**src/hdl/botPkg.sv**
```systemverilog
`default_nettype none

package botPkg;

	// ----------------------------------------
	// Shared widths and reset values
	// ----------------------------------------

	// Encoder counts and pulse widths in clock cycles
	localparam int COUNT_W = 32;
	// Speed percent, 0 to 200
	localparam int PCT_W = 8;

	// Start at half range so the count never wraps in normal driving
	localparam logic [COUNT_W-1:0] ENC_RESET_COUNT = 32'h8000_0000;
	// 100 percent is the 1.5 ms center, motor at rest
	localparam logic [PCT_W-1:0] PCT_CENTER = 8'd100;

	// ----------------------------------------
	// Command frame from the host
	// ----------------------------------------

	// Byte 0 of the frame
	typedef struct packed {
		logic [6:0] reserved;
		// 1 = FPGA pulse generators, 0 = RC receiver passthrough
		logic motorSourceSelect;
	} cmdFlags_t;

	// Declared MSB first, so byte 0 sits in bits 7:0
	typedef struct packed {
		logic [PCT_W-1:0] spare;
		logic [PCT_W-1:0] leftPercent;
		logic [PCT_W-1:0] rightPercent;
		cmdFlags_t flags;
	} cmdFrame_t;

	// Both wheel encoder counts
	typedef struct packed {
		logic [COUNT_W-1:0] left;
		logic [COUNT_W-1:0] right;
	} encCounts_t;

	// DIP switch code for the LED bank
	typedef enum logic [3:0] {
		LED_LEFT_COUNT  = 4'd0,
		LED_RIGHT_COUNT = 4'd1,
		LED_HEARTBEAT   = 4'd7,
		LED_CMD_B0      = 4'd8,
		LED_CMD_B1      = 4'd9,
		LED_CMD_B2      = 4'd10,
		LED_CMD_B3      = 4'd11,
		LED_RPULSE_B0   = 4'd12,
		LED_RPULSE_B1   = 4'd13,
		LED_RPULSE_B2   = 4'd14,
		LED_RPULSE_B3   = 4'd15
	} ledMode_t;

endpackage

`default_nettype wire

```
**src/hdl/spiCommandSlave.sv**
```systemverilog
`timescale 1ns/100ps
`default_nettype none

module spiCommandSlave (
	input  wire              OSC_FPGA,
	input  wire              rstN_i,
	input  wire              spiSck_i,
	input  wire              spiMosi_i,
	input  wire              spiSsN_i,
	output botPkg::cmdFrame_t cmd_o,
	output logic             cmdValid_o
);

	import botPkg::*;

	// ----------------------------------------
	// Pin synchronizers
	// ----------------------------------------

	// Bit 2 is the previous synced value, for edge detect
	logic [2:0] sckSync;
	logic [2:0] ssSync;
	// MOSI gets the same two-flop delay as SCK
	logic [1:0] mosiSync;

	logic sckRise;
	logic ssRise;

	// Shift register and bit counter
	logic [31:0] shiftReg;
	logic [5:0] bitCount;

	always_ff @(posedge OSC_FPGA or negedge rstN_i)
	begin
		if (!rstN_i)
		begin
			sckSync <= 3'b000;
			// Chip select idles high
			ssSync <= 3'b111;
			mosiSync <= 2'b00;
		end
		else
		begin
			sckSync <= {sckSync[1:0], spiSck_i};
			ssSync <= {ssSync[1:0], spiSsN_i};
			mosiSync <= {mosiSync[0], spiMosi_i};
		end
	end

	// Mode 0, data sampled on SCK rising
	assign sckRise = sckSync[1] & ~sckSync[2];
	// End of frame
	assign ssRise = ssSync[1] & ~ssSync[2];

	// ----------------------------------------
	// Frame capture
	// ----------------------------------------

	// MSB first, so the first wire byte ends up in bits 31:24
	always_ff @(posedge OSC_FPGA)
	begin
		if (!ssSync[1] && sckRise)
			shiftReg <= {shiftReg[30:0], mosiSync[1]};
	end

	always_ff @(posedge OSC_FPGA or negedge rstN_i)
	begin
		if (!rstN_i)
		begin
			bitCount <= '0;
			cmdValid_o <= 1'b0;
			// Motors at rest, RC passthrough
			cmd_o <= '{spare: '0, leftPercent: PCT_CENTER, rightPercent: PCT_CENTER,
				flags: '0};
		end
		else
		begin
			cmdValid_o <= 1'b0;
			if (ssRise)
			begin
				bitCount <= '0;
				// Only a full 32 bit frame is accepted
				if (bitCount == 6'd32)
				begin
					// Swap bytes, first wire byte becomes byte 0
					cmd_o <= cmdFrame_t'({shiftReg[7:0], shiftReg[15:8],
						shiftReg[23:16], shiftReg[31:24]});
					cmdValid_o <= 1'b1;
				end
			end
			else if (ssSync[1])
				bitCount <= '0;
			// Saturate so long frames never alias to 32
			else if (sckRise && bitCount != '1)
				bitCount <= bitCount + 6'd1;
		end
	end

endmodule

`default_nettype wire

```
**src/hdl/quadratureCounter.sv**
```systemverilog
`timescale 1ns/100ps
`default_nettype none

module quadratureCounter (
	input  wire                        OSC_FPGA,
	input  wire                        rstN_i,
	input  wire                        encA_i,
	input  wire                        encB_i,
	output logic [botPkg::COUNT_W-1:0] count_o
);

	import botPkg::*;

	// Two-flop synchronizer per channel, {A,B} pairs
	logic [1:0] abMeta;
	logic [1:0] abSync;
	// State from the cycle before
	logic [1:0] abPrev;

	always_ff @(posedge OSC_FPGA or negedge rstN_i)
	begin
		if (!rstN_i)
		begin
			abMeta <= 2'b00;
			abSync <= 2'b00;
			abPrev <= 2'b00;
		end
		else
		begin
			abMeta <= {encA_i, encB_i};
			abSync <= abMeta;
			abPrev <= abSync;
		end
	end

	// ----------------------------------------
	// Count on every valid step
	// ----------------------------------------

	// Forward: 00 -> 10 -> 11 -> 01 -> 00
	always_ff @(posedge OSC_FPGA or negedge rstN_i)
	begin
		if (!rstN_i)
			count_o <= ENC_RESET_COUNT;
		else
		begin
			case ({abPrev, abSync})
				4'b00_10, 4'b10_11, 4'b11_01, 4'b01_00:
					count_o <= count_o + 1'b1;
				// Reverse sequence
				4'b10_00, 4'b11_10, 4'b01_11, 4'b00_01:
					count_o <= count_o - 1'b1;
				// No change, or both bits flipped
				default:
					count_o <= count_o;
			endcase
		end
	end

endmodule

`default_nettype wire

```
**src/hdl/rcPulseGenerator.sv**
```systemverilog
`timescale 1ns/100ps
`default_nettype none

module rcPulseGenerator #(
	// Period in clock cycles
	parameter int PulsePeriod = 1100000
) (
	input  wire                        OSC_FPGA,
	input  wire                        rstN_i,
	input  wire [botPkg::COUNT_W-1:0]  pulseWidth_i,
	output logic                       pulse_o
);

	import botPkg::*;

	logic [COUNT_W-1:0] periodCount;
	// Width held for the whole period
	logic [COUNT_W-1:0] latchedWidth;
	// Live width at count 0, latched width after
	logic [COUNT_W-1:0] activeWidth;

	assign activeWidth = (periodCount == '0) ? pulseWidth_i : latchedWidth;

	// ----------------------------------------
	// Period counter
	// ----------------------------------------

	always_ff @(posedge OSC_FPGA or negedge rstN_i)
	begin
		if (!rstN_i)
			periodCount <= '0;
		else if (periodCount == COUNT_W'(PulsePeriod - 1))
			periodCount <= '0;
		else
			periodCount <= periodCount + 1'b1;
	end

	// Width only changes at the start of a period
	always_ff @(posedge OSC_FPGA)
	begin
		if (periodCount == '0)
			latchedWidth <= pulseWidth_i;
	end

	// ----------------------------------------
	// Output
	// ----------------------------------------

	// High for counts 0 to width-1, one cycle late
	always_ff @(posedge OSC_FPGA or negedge rstN_i)
	begin
		if (!rstN_i)
			pulse_o <= 1'b0;
		else
			pulse_o <= (periodCount < activeWidth);
	end

endmodule

`default_nettype wire

```
**src/hdl/motorDrive.sv**
```systemverilog
`timescale 1ns/100ps
`default_nettype none

module motorDrive #(
	parameter int PulsePeriod = 1100000,
	// 1.0 ms pulse, full throw one way
	parameter int PulseLowLimit = 50000,
	// Cycles per percent
	parameter int PulseRangeStep = 250
) (
	input  wire                        OSC_FPGA,
	input  wire                        rstN_i,
	input  wire botPkg::cmdFrame_t     cmd_i,
	input  wire                        cmdValid_i,
	input  wire                        rcLeft_i,
	input  wire                        rcRight_i,
	output logic                       motorLeft_o,
	output logic                       motorRight_o,
	output logic [botPkg::COUNT_W-1:0] rightPulseWidth_o
);

	import botPkg::*;

	// Percent to on-time in clock cycles
	function automatic logic [COUNT_W-1:0] pctToWidth(input logic [PCT_W-1:0] pct);
		return COUNT_W'(PulseLowLimit) + COUNT_W'(pct) * COUNT_W'(PulseRangeStep);
	endfunction

	// Setpoints from the last command
	logic [PCT_W-1:0] leftPct;
	logic [PCT_W-1:0] rightPct;
	logic sourceSelect;

	logic [COUNT_W-1:0] leftWidth;
	logic [COUNT_W-1:0] rightWidth;

	logic genLeft;
	logic genRight;

	// ----------------------------------------
	// Setpoints and widths
	// ----------------------------------------

	always_ff @(posedge OSC_FPGA or negedge rstN_i)
	begin
		if (!rstN_i)
		begin
			leftPct <= PCT_CENTER;
			rightPct <= PCT_CENTER;
			sourceSelect <= 1'b0;
			leftWidth <= pctToWidth(PCT_CENTER);
			rightWidth <= pctToWidth(PCT_CENTER);
		end
		else
		begin
			if (cmdValid_i)
			begin
				leftPct <= cmd_i.leftPercent;
				rightPct <= cmd_i.rightPercent;
				sourceSelect <= cmd_i.flags.motorSourceSelect;
			end
			// One cycle behind the setpoints
			leftWidth <= pctToWidth(leftPct);
			rightWidth <= pctToWidth(rightPct);
		end
	end

	// ----------------------------------------
	// Pulse generators and source mux
	// ----------------------------------------

	rcPulseGenerator #(.PulsePeriod(PulsePeriod)) leftGen_i (
		.OSC_FPGA(OSC_FPGA),
		.rstN_i(rstN_i),
		.pulseWidth_i(leftWidth),
		.pulse_o(genLeft)
	);

	rcPulseGenerator #(.PulsePeriod(PulsePeriod)) rightGen_i (
		.OSC_FPGA(OSC_FPGA),
		.rstN_i(rstN_i),
		.pulseWidth_i(rightWidth),
		.pulse_o(genRight)
	);

	// Passthrough stays combinational
	assign motorLeft_o = sourceSelect ? genLeft : rcLeft_i;
	assign motorRight_o = sourceSelect ? genRight : rcRight_i;

	// For the LED debug modes
	assign rightPulseWidth_o = rightWidth;

endmodule

`default_nettype wire

```
**src/hdl/ledDebugDisplay.sv**
```systemverilog
`timescale 1ns/100ps
`default_nettype none

module ledDebugDisplay #(
	// 500 ms at 50 MHz
	parameter int HeartbeatCycles = 25000000
) (
	input  wire                        OSC_FPGA,
	input  wire                        rstN_i,
	input  wire [3:0]                  dipSw_i,
	input  wire botPkg::encCounts_t    encCounts_i,
	input  wire botPkg::cmdFrame_t     cmd_i,
	input  wire [botPkg::COUNT_W-1:0]  rightPulseWidth_i,
	output logic [7:0]                 leds_o
);

	import botPkg::*;

	ledMode_t mode;
	// Flat view of the command for byte select
	logic [31:0] cmdBits;
	// Byte offset from the low two switch bits
	logic [4:0] byteSel;
	logic [COUNT_W-1:0] hbCount;

	assign mode = ledMode_t'(dipSw_i);
	assign cmdBits = cmd_i;
	assign byteSel = {dipSw_i[1:0], 3'b000};

	// ----------------------------------------
	// Heartbeat down-counter
	// ----------------------------------------

	// Runs only while the heartbeat mode is selected
	always_ff @(posedge OSC_FPGA or negedge rstN_i)
	begin
		if (!rstN_i)
			hbCount <= COUNT_W'(HeartbeatCycles);
		else if (mode == LED_HEARTBEAT)
		begin
			if (hbCount == '0)
				hbCount <= COUNT_W'(HeartbeatCycles);
			else
				hbCount <= hbCount - 1'b1;
		end
	end

	// ----------------------------------------
	// LED register
	// ----------------------------------------

	always_ff @(posedge OSC_FPGA or negedge rstN_i)
	begin
		if (!rstN_i)
			leds_o <= 8'h00;
		else
		begin
			case (mode)
				LED_LEFT_COUNT:
					leds_o <= encCounts_i.left[7:0];
				LED_RIGHT_COUNT:
					leds_o <= encCounts_i.right[7:0];
				// Blink the whole bank
				LED_HEARTBEAT:
					if (hbCount == '0)
						leds_o <= ~leds_o;
				LED_CMD_B0, LED_CMD_B1, LED_CMD_B2, LED_CMD_B3:
					leds_o <= cmdBits[byteSel +: 8];
				LED_RPULSE_B0, LED_RPULSE_B1, LED_RPULSE_B2, LED_RPULSE_B3:
					leds_o <= rightPulseWidth_i[byteSel +: 8];
				// Unused codes hold
				default:
					leds_o <= leds_o;
			endcase
		end
	end

endmodule

`default_nettype wire

```
**src/hdl/botTop.sv**
```systemverilog
`timescale 1ns/100ps
`default_nettype none

module botTop #(
	// 22 ms period at 50 MHz
	parameter int PulsePeriod = 1100000,
	parameter int PulseLowLimit = 50000,
	parameter int PulseRangeStep = 250,
	parameter int HeartbeatCycles = 25000000
) (
	input  wire        OSC_FPGA,
	input  wire        rstN_i,
	// Host SPI
	input  wire        spiSck_i,
	input  wire        spiMosi_i,
	input  wire        spiSsN_i,
	// Wheel encoders
	input  wire        encLeftA_i,
	input  wire        encLeftB_i,
	input  wire        encRightA_i,
	input  wire        encRightB_i,
	// RC receiver channels
	input  wire        rcLeft_i,
	input  wire        rcRight_i,
	input  wire [3:0]  dipSw_i,
	output logic       motorLeft_o,
	output logic       motorRight_o,
	output logic [7:0] leds_o
);

	import botPkg::*;

	cmdFrame_t cmd;
	logic cmdValid;
	logic [COUNT_W-1:0] leftCount;
	logic [COUNT_W-1:0] rightCount;
	encCounts_t encCounts;
	logic [COUNT_W-1:0] rightPulseWidth;

	assign encCounts = '{left: leftCount, right: rightCount};

	// ----------------------------------------
	// Host command and encoders
	// ----------------------------------------

	spiCommandSlave spiCommandSlave_i (
		.OSC_FPGA(OSC_FPGA),
		.rstN_i(rstN_i),
		.spiSck_i(spiSck_i),
		.spiMosi_i(spiMosi_i),
		.spiSsN_i(spiSsN_i),
		.cmd_o(cmd),
		.cmdValid_o(cmdValid)
	);

	quadratureCounter encLeft_i (
		.OSC_FPGA(OSC_FPGA),
		.rstN_i(rstN_i),
		.encA_i(encLeftA_i),
		.encB_i(encLeftB_i),
		.count_o(leftCount)
	);

	quadratureCounter encRight_i (
		.OSC_FPGA(OSC_FPGA),
		.rstN_i(rstN_i),
		.encA_i(encRightA_i),
		.encB_i(encRightB_i),
		.count_o(rightCount)
	);

	// ----------------------------------------
	// Motor outputs and debug LEDs
	// ----------------------------------------

	motorDrive #(
		.PulsePeriod(PulsePeriod),
		.PulseLowLimit(PulseLowLimit),
		.PulseRangeStep(PulseRangeStep)
	) motorDrive_i (
		.OSC_FPGA(OSC_FPGA),
		.rstN_i(rstN_i),
		.cmd_i(cmd),
		.cmdValid_i(cmdValid),
		.rcLeft_i(rcLeft_i),
		.rcRight_i(rcRight_i),
		.motorLeft_o(motorLeft_o),
		.motorRight_o(motorRight_o),
		.rightPulseWidth_o(rightPulseWidth)
	);

	ledDebugDisplay #(.HeartbeatCycles(HeartbeatCycles)) ledDebugDisplay_i (
		.OSC_FPGA(OSC_FPGA),
		.rstN_i(rstN_i),
		.dipSw_i(dipSw_i),
		.encCounts_i(encCounts),
		.cmd_i(cmd),
		.rightPulseWidth_i(rightPulseWidth),
		.leds_o(leds_o)
	);

endmodule

`default_nettype wire

```
**config.mk**
```make
export PLATFORM = sky130hd
export DESIGN_NAME = botTop
export DESIGN_NICKNAME = d
export VERILOG_FILES = /design/src/hdl/botPkg.sv /design/src/hdl/spiCommandSlave.sv /design/src/hdl/quadratureCounter.sv /design/src/hdl/rcPulseGenerator.sv /design/src/hdl/motorDrive.sv /design/src/hdl/ledDebugDisplay.sv /design/src/hdl/botTop.sv
export SDC_FILE = /design/constraint.sdc
export NUM_CORES = 1
export LEC_CHECK = 0
export BUFFER_PORTS_ARGS = -buffer_cell sky130_fd_sc_hd__buf_2
export CELL_PAD_IN_SITES_DETAIL_PLACEMENT = 1
export CELL_PAD_IN_SITES_GLOBAL_PLACEMENT = 2
export CORE_MARGIN = 4
export CORE_UTILIZATION = 46
export CTS_CLUSTER_DIAMETER = 150
export DETAILED_ROUTE_END_ITERATION = 10
export PLACE_DENSITY_LB_ADDON = 0.1
export SLEW_MARGIN = 20
export SYNTH_ARGS = -nofsm -noshare
export SYNTH_HDL_FRONTEND = slang
export SYNTH_SLANG_ARGS = --single-unit
export TNS_END_PERCENT = 20
```
**constraint.sdc**
```tcl
create_clock -name OSC_FPGA -period 8.3 [get_ports OSC_FPGA]
set_input_delay 0.415 -clock OSC_FPGA [delete_from_list [all_inputs] [get_ports OSC_FPGA]]
set_output_delay 0.415 -clock OSC_FPGA [all_outputs]
set_load 0.02 [all_outputs]
```
# Word-level counts from Yosys, hierarchy flattened
# Cells that the tools add are included.
# word_totals
wordCells,119
mem_count,0
inputBits,15
mem_bits_rw,0
register_bits,406
mem_bits_ro,0
latchBits,0
# op_classes
n_bitwise,5
n_eq_ne,31
reduce_logical,19
div,0
shift,2
magnitude_cmp,2
mul,2
n_mux,16
n_addsub,10
# ops
op,n
2-to-1 mux 32 bit,5
adder 32 x 1 -> 32 bit (second input constant),4
one-hot mux 32 bit (2 select lines),2
logical NOT 32 bit,3
subtractor 32 x 1 -> 32 bit (second input constant),3
== test 32 x 21 -> 1 bit (second input constant),2
== test 4 bit (second input constant),16
less-than comparator 32 bit,2
indexed part select 32 x 6 -> 8 bit,2
one-hot mux 8 bit (5 select lines),1
adder 16 x 16 -> 17 bit (first input constant),2
multiplier 8 x 7 -> 15 bit (second input constant),2
OR reduction 4 bit,6
== test 4 x 3 -> 1 bit (second input constant),5
2-to-1 mux 6 bit,3
== test 4 x 1 -> 1 bit (second input constant),3
== test 4 x 2 -> 1 bit (second input constant),2
2-to-1 mux 8 bit,1
NOT 8 bit,1
adder 6 x 1 -> 6 bit (second input constant),1
== test 6 bit (second input constant),1
!= test 6 bit (second input constant),1
nonzero test 5 bit,1
logical NOT 4 bit,1
other kinds (9),17

# Logic depth before layout (Yosys ltp)
# depth
depth_word,6
mapped_depth,16
ltp_nobuf,15

# Hierarchy
# From an unflattened synthesis, not the netlist that was laid out.
# unflattened
cells_unflattened,2333
hier_area_um2,23551.3
# modules_own_cells
module,instances,cells_per_inst,seq_area_each_um2,area_per_inst_um2
quadratureCounter,2,369,952.2,3091.7
motorDrive,1,474,1253.7,4929.7
rcPulseGenerator (motorDrive_i.rightGen_i),1,334,1466.4,3359.5
rcPulseGenerator (motorDrive_i.leftGen_i),1,325,1466.4,3333.2
spiCommandSlave,1,153,2148.3,2940.3
ledDebugDisplay,1,309,1016.0,2805.2

# Worst setup path before layout
# No wires, ideal clock.
# synth_timing
path_type,register to register
start,register motorDrive_i.rightPct[1]
end,register motorDrive_i.rightWidth[15] (netlist: motorDrive_i.rightPulseWidth_o[15])
n_path_buf,0
t_arrival_ns,4.616
setup_ns,0.080
path_stages_with_launch,15
path_slack_ns,3.604
synth_period_minus_slack_ns,4.696
t_required_ns,8.220
path_cell_list,dfrtp_1 -> fa_1 -> inv_1 -> fa_1 -> fa_1 -> fa_1 -> inv_1 -> ha_1 -> a211oi_1 -> nand2_1 -> o221ai_1 -> or4b_2 -> o311a_1 -> o31ai_1 -> xor2_1
# synth_via
elab_chain_len,2
# synth_rtl
item,line_no,rtl
"start, declared",motorDrive.sv:31,logic [PCT_W-1:0] rightPct;
"start signal, assigned",motorDrive.sv:59,rightPct <= cmd_i.rightPercent;
multiplier 8 x 7 -> 15 bit,motorDrive.sv:26,return COUNT_W'(PulseLowLimit) + COUNT_W'(pct) * COUNT_W'(PulseRangeStep);
adder 16 x 16 -> 17 bit,motorDrive.sv:26,
"end signal, assigned",motorDrive.sv:52,rightWidth <= pctToWidth(PCT_CENTER);
"end signal, assigned",motorDrive.sv:64,rightWidth <= pctToWidth(rightPct);
"end, declared",motorDrive.sv:35,logic [COUNT_W-1:0] rightWidth;
# No other way between the ends.
# A chain may end at the register's enable or synchronous reset.

# Worst setup path after layout
# layout_timing
start,register motorDrive_i.rightPct[2]
end,register motorDrive_i.rightWidth[15] (netlist: motorDrive_i.rightPulseWidth_o[15])
# The elaborated chain is that of the path after synthesis.

==> impl_summary.md <==
Synth
In this run the mean area of a mapped cell was 10.4 µm². The total of warnings raised by yosys is 0. After Yosys synthesis, and, or, nand and nor cells account for 15.1% of the synthesized area.

Summing the areas of all fa, ha and maj instances in the mapped netlist gives 16.4% of the synthesized area. Sorting the synthesized cells by area gives the leading types as sky130_fd_sc_hd__dfrtp_1, sky130_fd_sc_hd__ha_1, sky130_fd_sc_hd__dfxtp_1, sky130_fd_sc_hd__dfstp_2, sky130_fd_sc_hd__edfxtp_1. Among all cell types in the netlist, the one instantiated most often is sky130_fd_sc_hd__nand2_1. After synthesis, the share of cell area in mux cells is 4.01%.

The largest area contributor in the synthesized netlist is sky130_fd_sc_hd__dfrtp_1. The synthesized netlist contains 71 unique library cells. The complex-gate fraction of the synthesized area is 7.50%.

Counting every net in the synthesized netlist gives 1910. In the synthesized netlist the async set-or-reset flop fraction comes to 70.6%. For this run, the register share of the synthesized area comes to 45.8%. The cell count after synthesis is 1691. In the synthesized netlist the dominant register cell turns out to be sky130_fd_sc_hd__dfrtp_1. The synthesized netlist devotes 7.03% of its cell area to XOR and XNOR gates. Summed over its instances, the top area cell type makes up 26.6% of the synthesized netlist area. The commonest cells after synthesis are sky130_fd_sc_hd__nand2_1, sky130_fd_sc_hd__dfrtp_1, sky130_fd_sc_hd__ha_1. The number of flops mapped to enable cells by yosys is 32. After synthesis, the largest family of logic cells by area is adder cells. The cell area after technology mapping is 0.0176 mm². Counting flops and latches in the post-synthesis netlist gives 326.

Min path
The origin of the worst min-delay path is dipSw_i[3]. The type of the most critical hold path is in -> reg.

Floorplanning
Row generation in the floorplan step produced 71 rows. The die covers 0.0414 mm². The floorplan die height is 203 µm.

The floorplan die width is 203 µm. The initial utilization of the core area, before any placement, comes to 46.7%. The placeable core region is 0.0377 mm².

The number of placed I/O pins is 25.

Worst setup path
The worst path arrival time is 5.55 ns. The worst register-to-register path begins at motorDrive_i.rightPct[2]. The setup path with the least slack is of type reg -> reg. Tracing the worst setup path back leads to its startpoint at motorDrive_i.rightPct[2].

In this run the worst path has a maximum fanout of 6. The critical path required time is 8.76 ns. STA classifies the critical path endpoint as a register. The startpoint kind of the worst setup timing path is a register.

Finish
Compared with the post-synthesis result, the final layout area differs by 11.9%. The net count of the finished layout is 1958. The fraction of final layout cells sized beyond drive strength 1 is 9.94%. The repair_antennas step left the layout with diodes totalling 0.

STA
The number of max-slew violations in the final report is 0. Setup violations remaining at the end of the flow were counted as 0. The count of endpoints failing hold in the final timing report came to 0.

The period utilization is 61.4%. The relative slew slack is 36.7%. The tightest hold path in the finished design has a slack of 0.345 ns. The worst path in the final design needs a cycle of 5.10 ns, including I/O delays and setup.

Setup repair after global routing left no endpoint under its margin. Setup total negative slack on the finished layout was measured at 0 ns. Timing would allow up to 196 MHz. At the pin with the least slew margin, the transition time is 0.944 ns. The clock arrives with 0.0121 ns of skew.

Run
The number of maximum-capacitance constraint violations is 0.

Route
The final routed wire length divided by cell count is 17.0 µm. The first detailed-routing pass ran for 4 iterations. The count of unresolved DRC violations after routing is 0.

Dividing the detail-routed via count by the number of cells gives 5.24. The total via count after detailed routing is 12000. The routed design has 38900 µm of wire. The final antenna-violating net count is 0. For this block, the initial DRC count from the detailed router was 526.

GRT
The via count of the first global-routing pass was 12900. The pin count of the biggest net entering global routing is 89. The aggregate global-route resource usage is 19.4%.

The total grt overflow is 0. The wire length of the first global-routing pass is 66200 µm. The number of antenna violations at the first check in global routing came to 1.

Clocking
The number of clock buffers inserted by TritonCTS is 39. The worst-skew pair later-pin latency is 0.54 ns. The H-tree generated during clock tree synthesis spans 2 levels.

The clock passes through at most 3 buffers. Buffers added to address setup during post-CTS repair amount to 0. The post-CTS clock slew at the launch and capture registers of the worst setup and hold paths is 0.06 ns. The TritonCTS clock tree is yes. CTS saw 326 sinks. In this run the clock root is driven by a sky130_fd_sc_hd__clkbuf_16.

Placement
The post-DP HPWL is 28200 µm. Routability-driven placement finished with a final weighted congestion of 0.797. Input and output buffers added on the ports amount to 24.

Pwr
The total design power is 4.10 mW. The analysis attributes to cell leakage a power of 9.76 nW. Across the VDD grid, the largest voltage drop is 0.170 mV.

Power spread over the standard cell area amounts to 208 mW/mm².

Outcome
The run finished with clean final reports.
==> state kept, by name (all words and copies together) (netlist names), 16 cells and up <==
name,count
motorDrive_i.leftGen_i.periodCount,32
motorDrive_i.leftGen_i.latchedWidth,32
motorDrive_i.rightPulseWidth_o,16
spiCommandSlave_i.cmd_o,32
spiCommandSlave_i.shiftReg,32
motorDrive_i.rightGen_i.periodCount,32
ledDebugDisplay_i.hbCount,32
motorDrive_i.rightGen_i.latchedWidth,32
motorDrive_i.leftWidth,16
==> logic make-up after synthesis <==
logic type | Yosys count
AOI/OAI and AO/OA | 209
and+or+nand+nor | 552
xor gates and xnor gates | 141
muxes | 68
adders and majority gates | 204
buffers and inverters | 191
DFF | 326
==> worst max-delay path, cell delays in order, from the launching register on <==
cell	delay, ns
sky130_fd_sc_hd__dfstp_2	0.59
sky130_fd_sc_hd__fa_1	0.49
sky130_fd_sc_hd__xor2_1	0.19
sky130_fd_sc_hd__ha_1	0.19
sky130_fd_sc_hd__a21oi_1	0.17
sky130_fd_sc_hd__fa_1	0.47
sky130_fd_sc_hd__fa_1	0.51
sky130_fd_sc_hd__inv_1	0.04
sky130_fd_sc_hd__ha_1	0.36
sky130_fd_sc_hd__a211oi_1	0.55
sky130_fd_sc_hd__nand2_1	0.14
sky130_fd_sc_hd__o221ai_1	0.22
sky130_fd_sc_hd__or4b_2	0.61
sky130_fd_sc_hd__o311a_1	0.19
sky130_fd_sc_hd__o31ai_1	0.11
sky130_fd_sc_hd__xor2_1	0.18
==> routing by layer <==
layer	global-route usage [%]	wire (µm)	up-vias
met2	32.4	18800	88
met1	26.8	18500	5971
met5	0	13	-
met4	4.70	629	2
li1	-	-	5862
met3	2.88	908	40
==> cell usage in the layout (no fill, tap or decap), types with 19 or more instances in the layout <==
| cell | instances |
|---|---|
| sky130_fd_sc_hd__ha_1 | 160 |
| sky130_fd_sc_hd__mux2i_1 | 49 |
| sky130_fd_sc_hd__mux2_2 | 19 |
| sky130_fd_sc_hd__fa_1 | 44 |
| sky130_fd_sc_hd__a21oi_1 | 62 |
| sky130_fd_sc_hd__nand3_1 | 32 |
| sky130_fd_sc_hd__dfstp_2 | 43 |
| sky130_fd_sc_hd__inv_1 | 157 |
| sky130_fd_sc_hd__nand2_1 | 216 |
| sky130_fd_sc_hd__nor3_1 | 42 |
| sky130_fd_sc_hd__dfxtp_1 | 64 |
| sky130_fd_sc_hd__xor2_1 | 54 |
| sky130_fd_sc_hd__edfxtp_1 | 32 |
| sky130_fd_sc_hd__nand4_1 | 29 |
| sky130_fd_sc_hd__dfrtp_1 | 187 |
| sky130_fd_sc_hd__nor2_1 | 119 |
| sky130_fd_sc_hd__a21o_1 | 23 |
| sky130_fd_sc_hd__clkbuf_16 | 41 |
| sky130_fd_sc_hd__xnor2_1 | 87 |
| sky130_fd_sc_hd__o21ai_0 | 48 |
| sky130_fd_sc_hd__buf_2 | 23 |
==> report_power, final <==
group | total (mW) | leakage, nW | internal, mW | switching (mW)
registers | 1.87 | 3.68 | 1.75 | 0.128
logic | 0.539 | 5.43 | 0.254 | 0.284
clock network | 1.69 | 0.641 | 1.02 | 0.667
==> worst paths after layout <==
kind / cells past startpoint / to / slack [ns]
setup reg to reg: 15 / motorDrive_i.rightPulseWidth_o[15] / 3.20
hold reg to reg: 0 / encRight_i.abSync[1] / 0.35
hold / removal: 3 / ledDebugDisplay_i.leds_o[0] / 0.35
setup / recovery: 15 / motorDrive_i.rightPulseWidth_o[15] / 3.20
min in group asynchronous: 2 / motorDrive_i.rightGen_i.periodCount[30] / 0.48
max in group asynchronous: 3 / spiCommandSlave_i.cmd_o[20] / 6.42
==> repair_timing <==
action | CTS | global route
hold buffers | 8 | 0
gates resized for setup | 0 | 0
hold endpoints to repair | 78 | 0
==> cell type report <==
type / count / area (µm²)
multi-input combinational: 1174 / 8800
tap: 511 / 639
sequential: 326 / 8050
fill: 4157 / 18000
timing repair buffer: 40 / 290
clock inverter: 13 / 108
clock buffer: 59 / 1180
inverter: 158 / 593
==> stage by stage <==
stage          instance area (µm²)  util (%)  std cells  setup WS, ns
2_1_floorplan                17600         -       1691          3.60
3_3_place_gp                 18300      48.5       2200          3.36
3_5_place_dp                 18300      48.5       2200          3.22
4_1_cts                      19600      52.1       2280          3.19
5_1_grt                      19700      52.2       2281          2.92
6_report                     19700      52.2       2281          3.20
No activity file was read; power rests on OpenSTA's default activity.
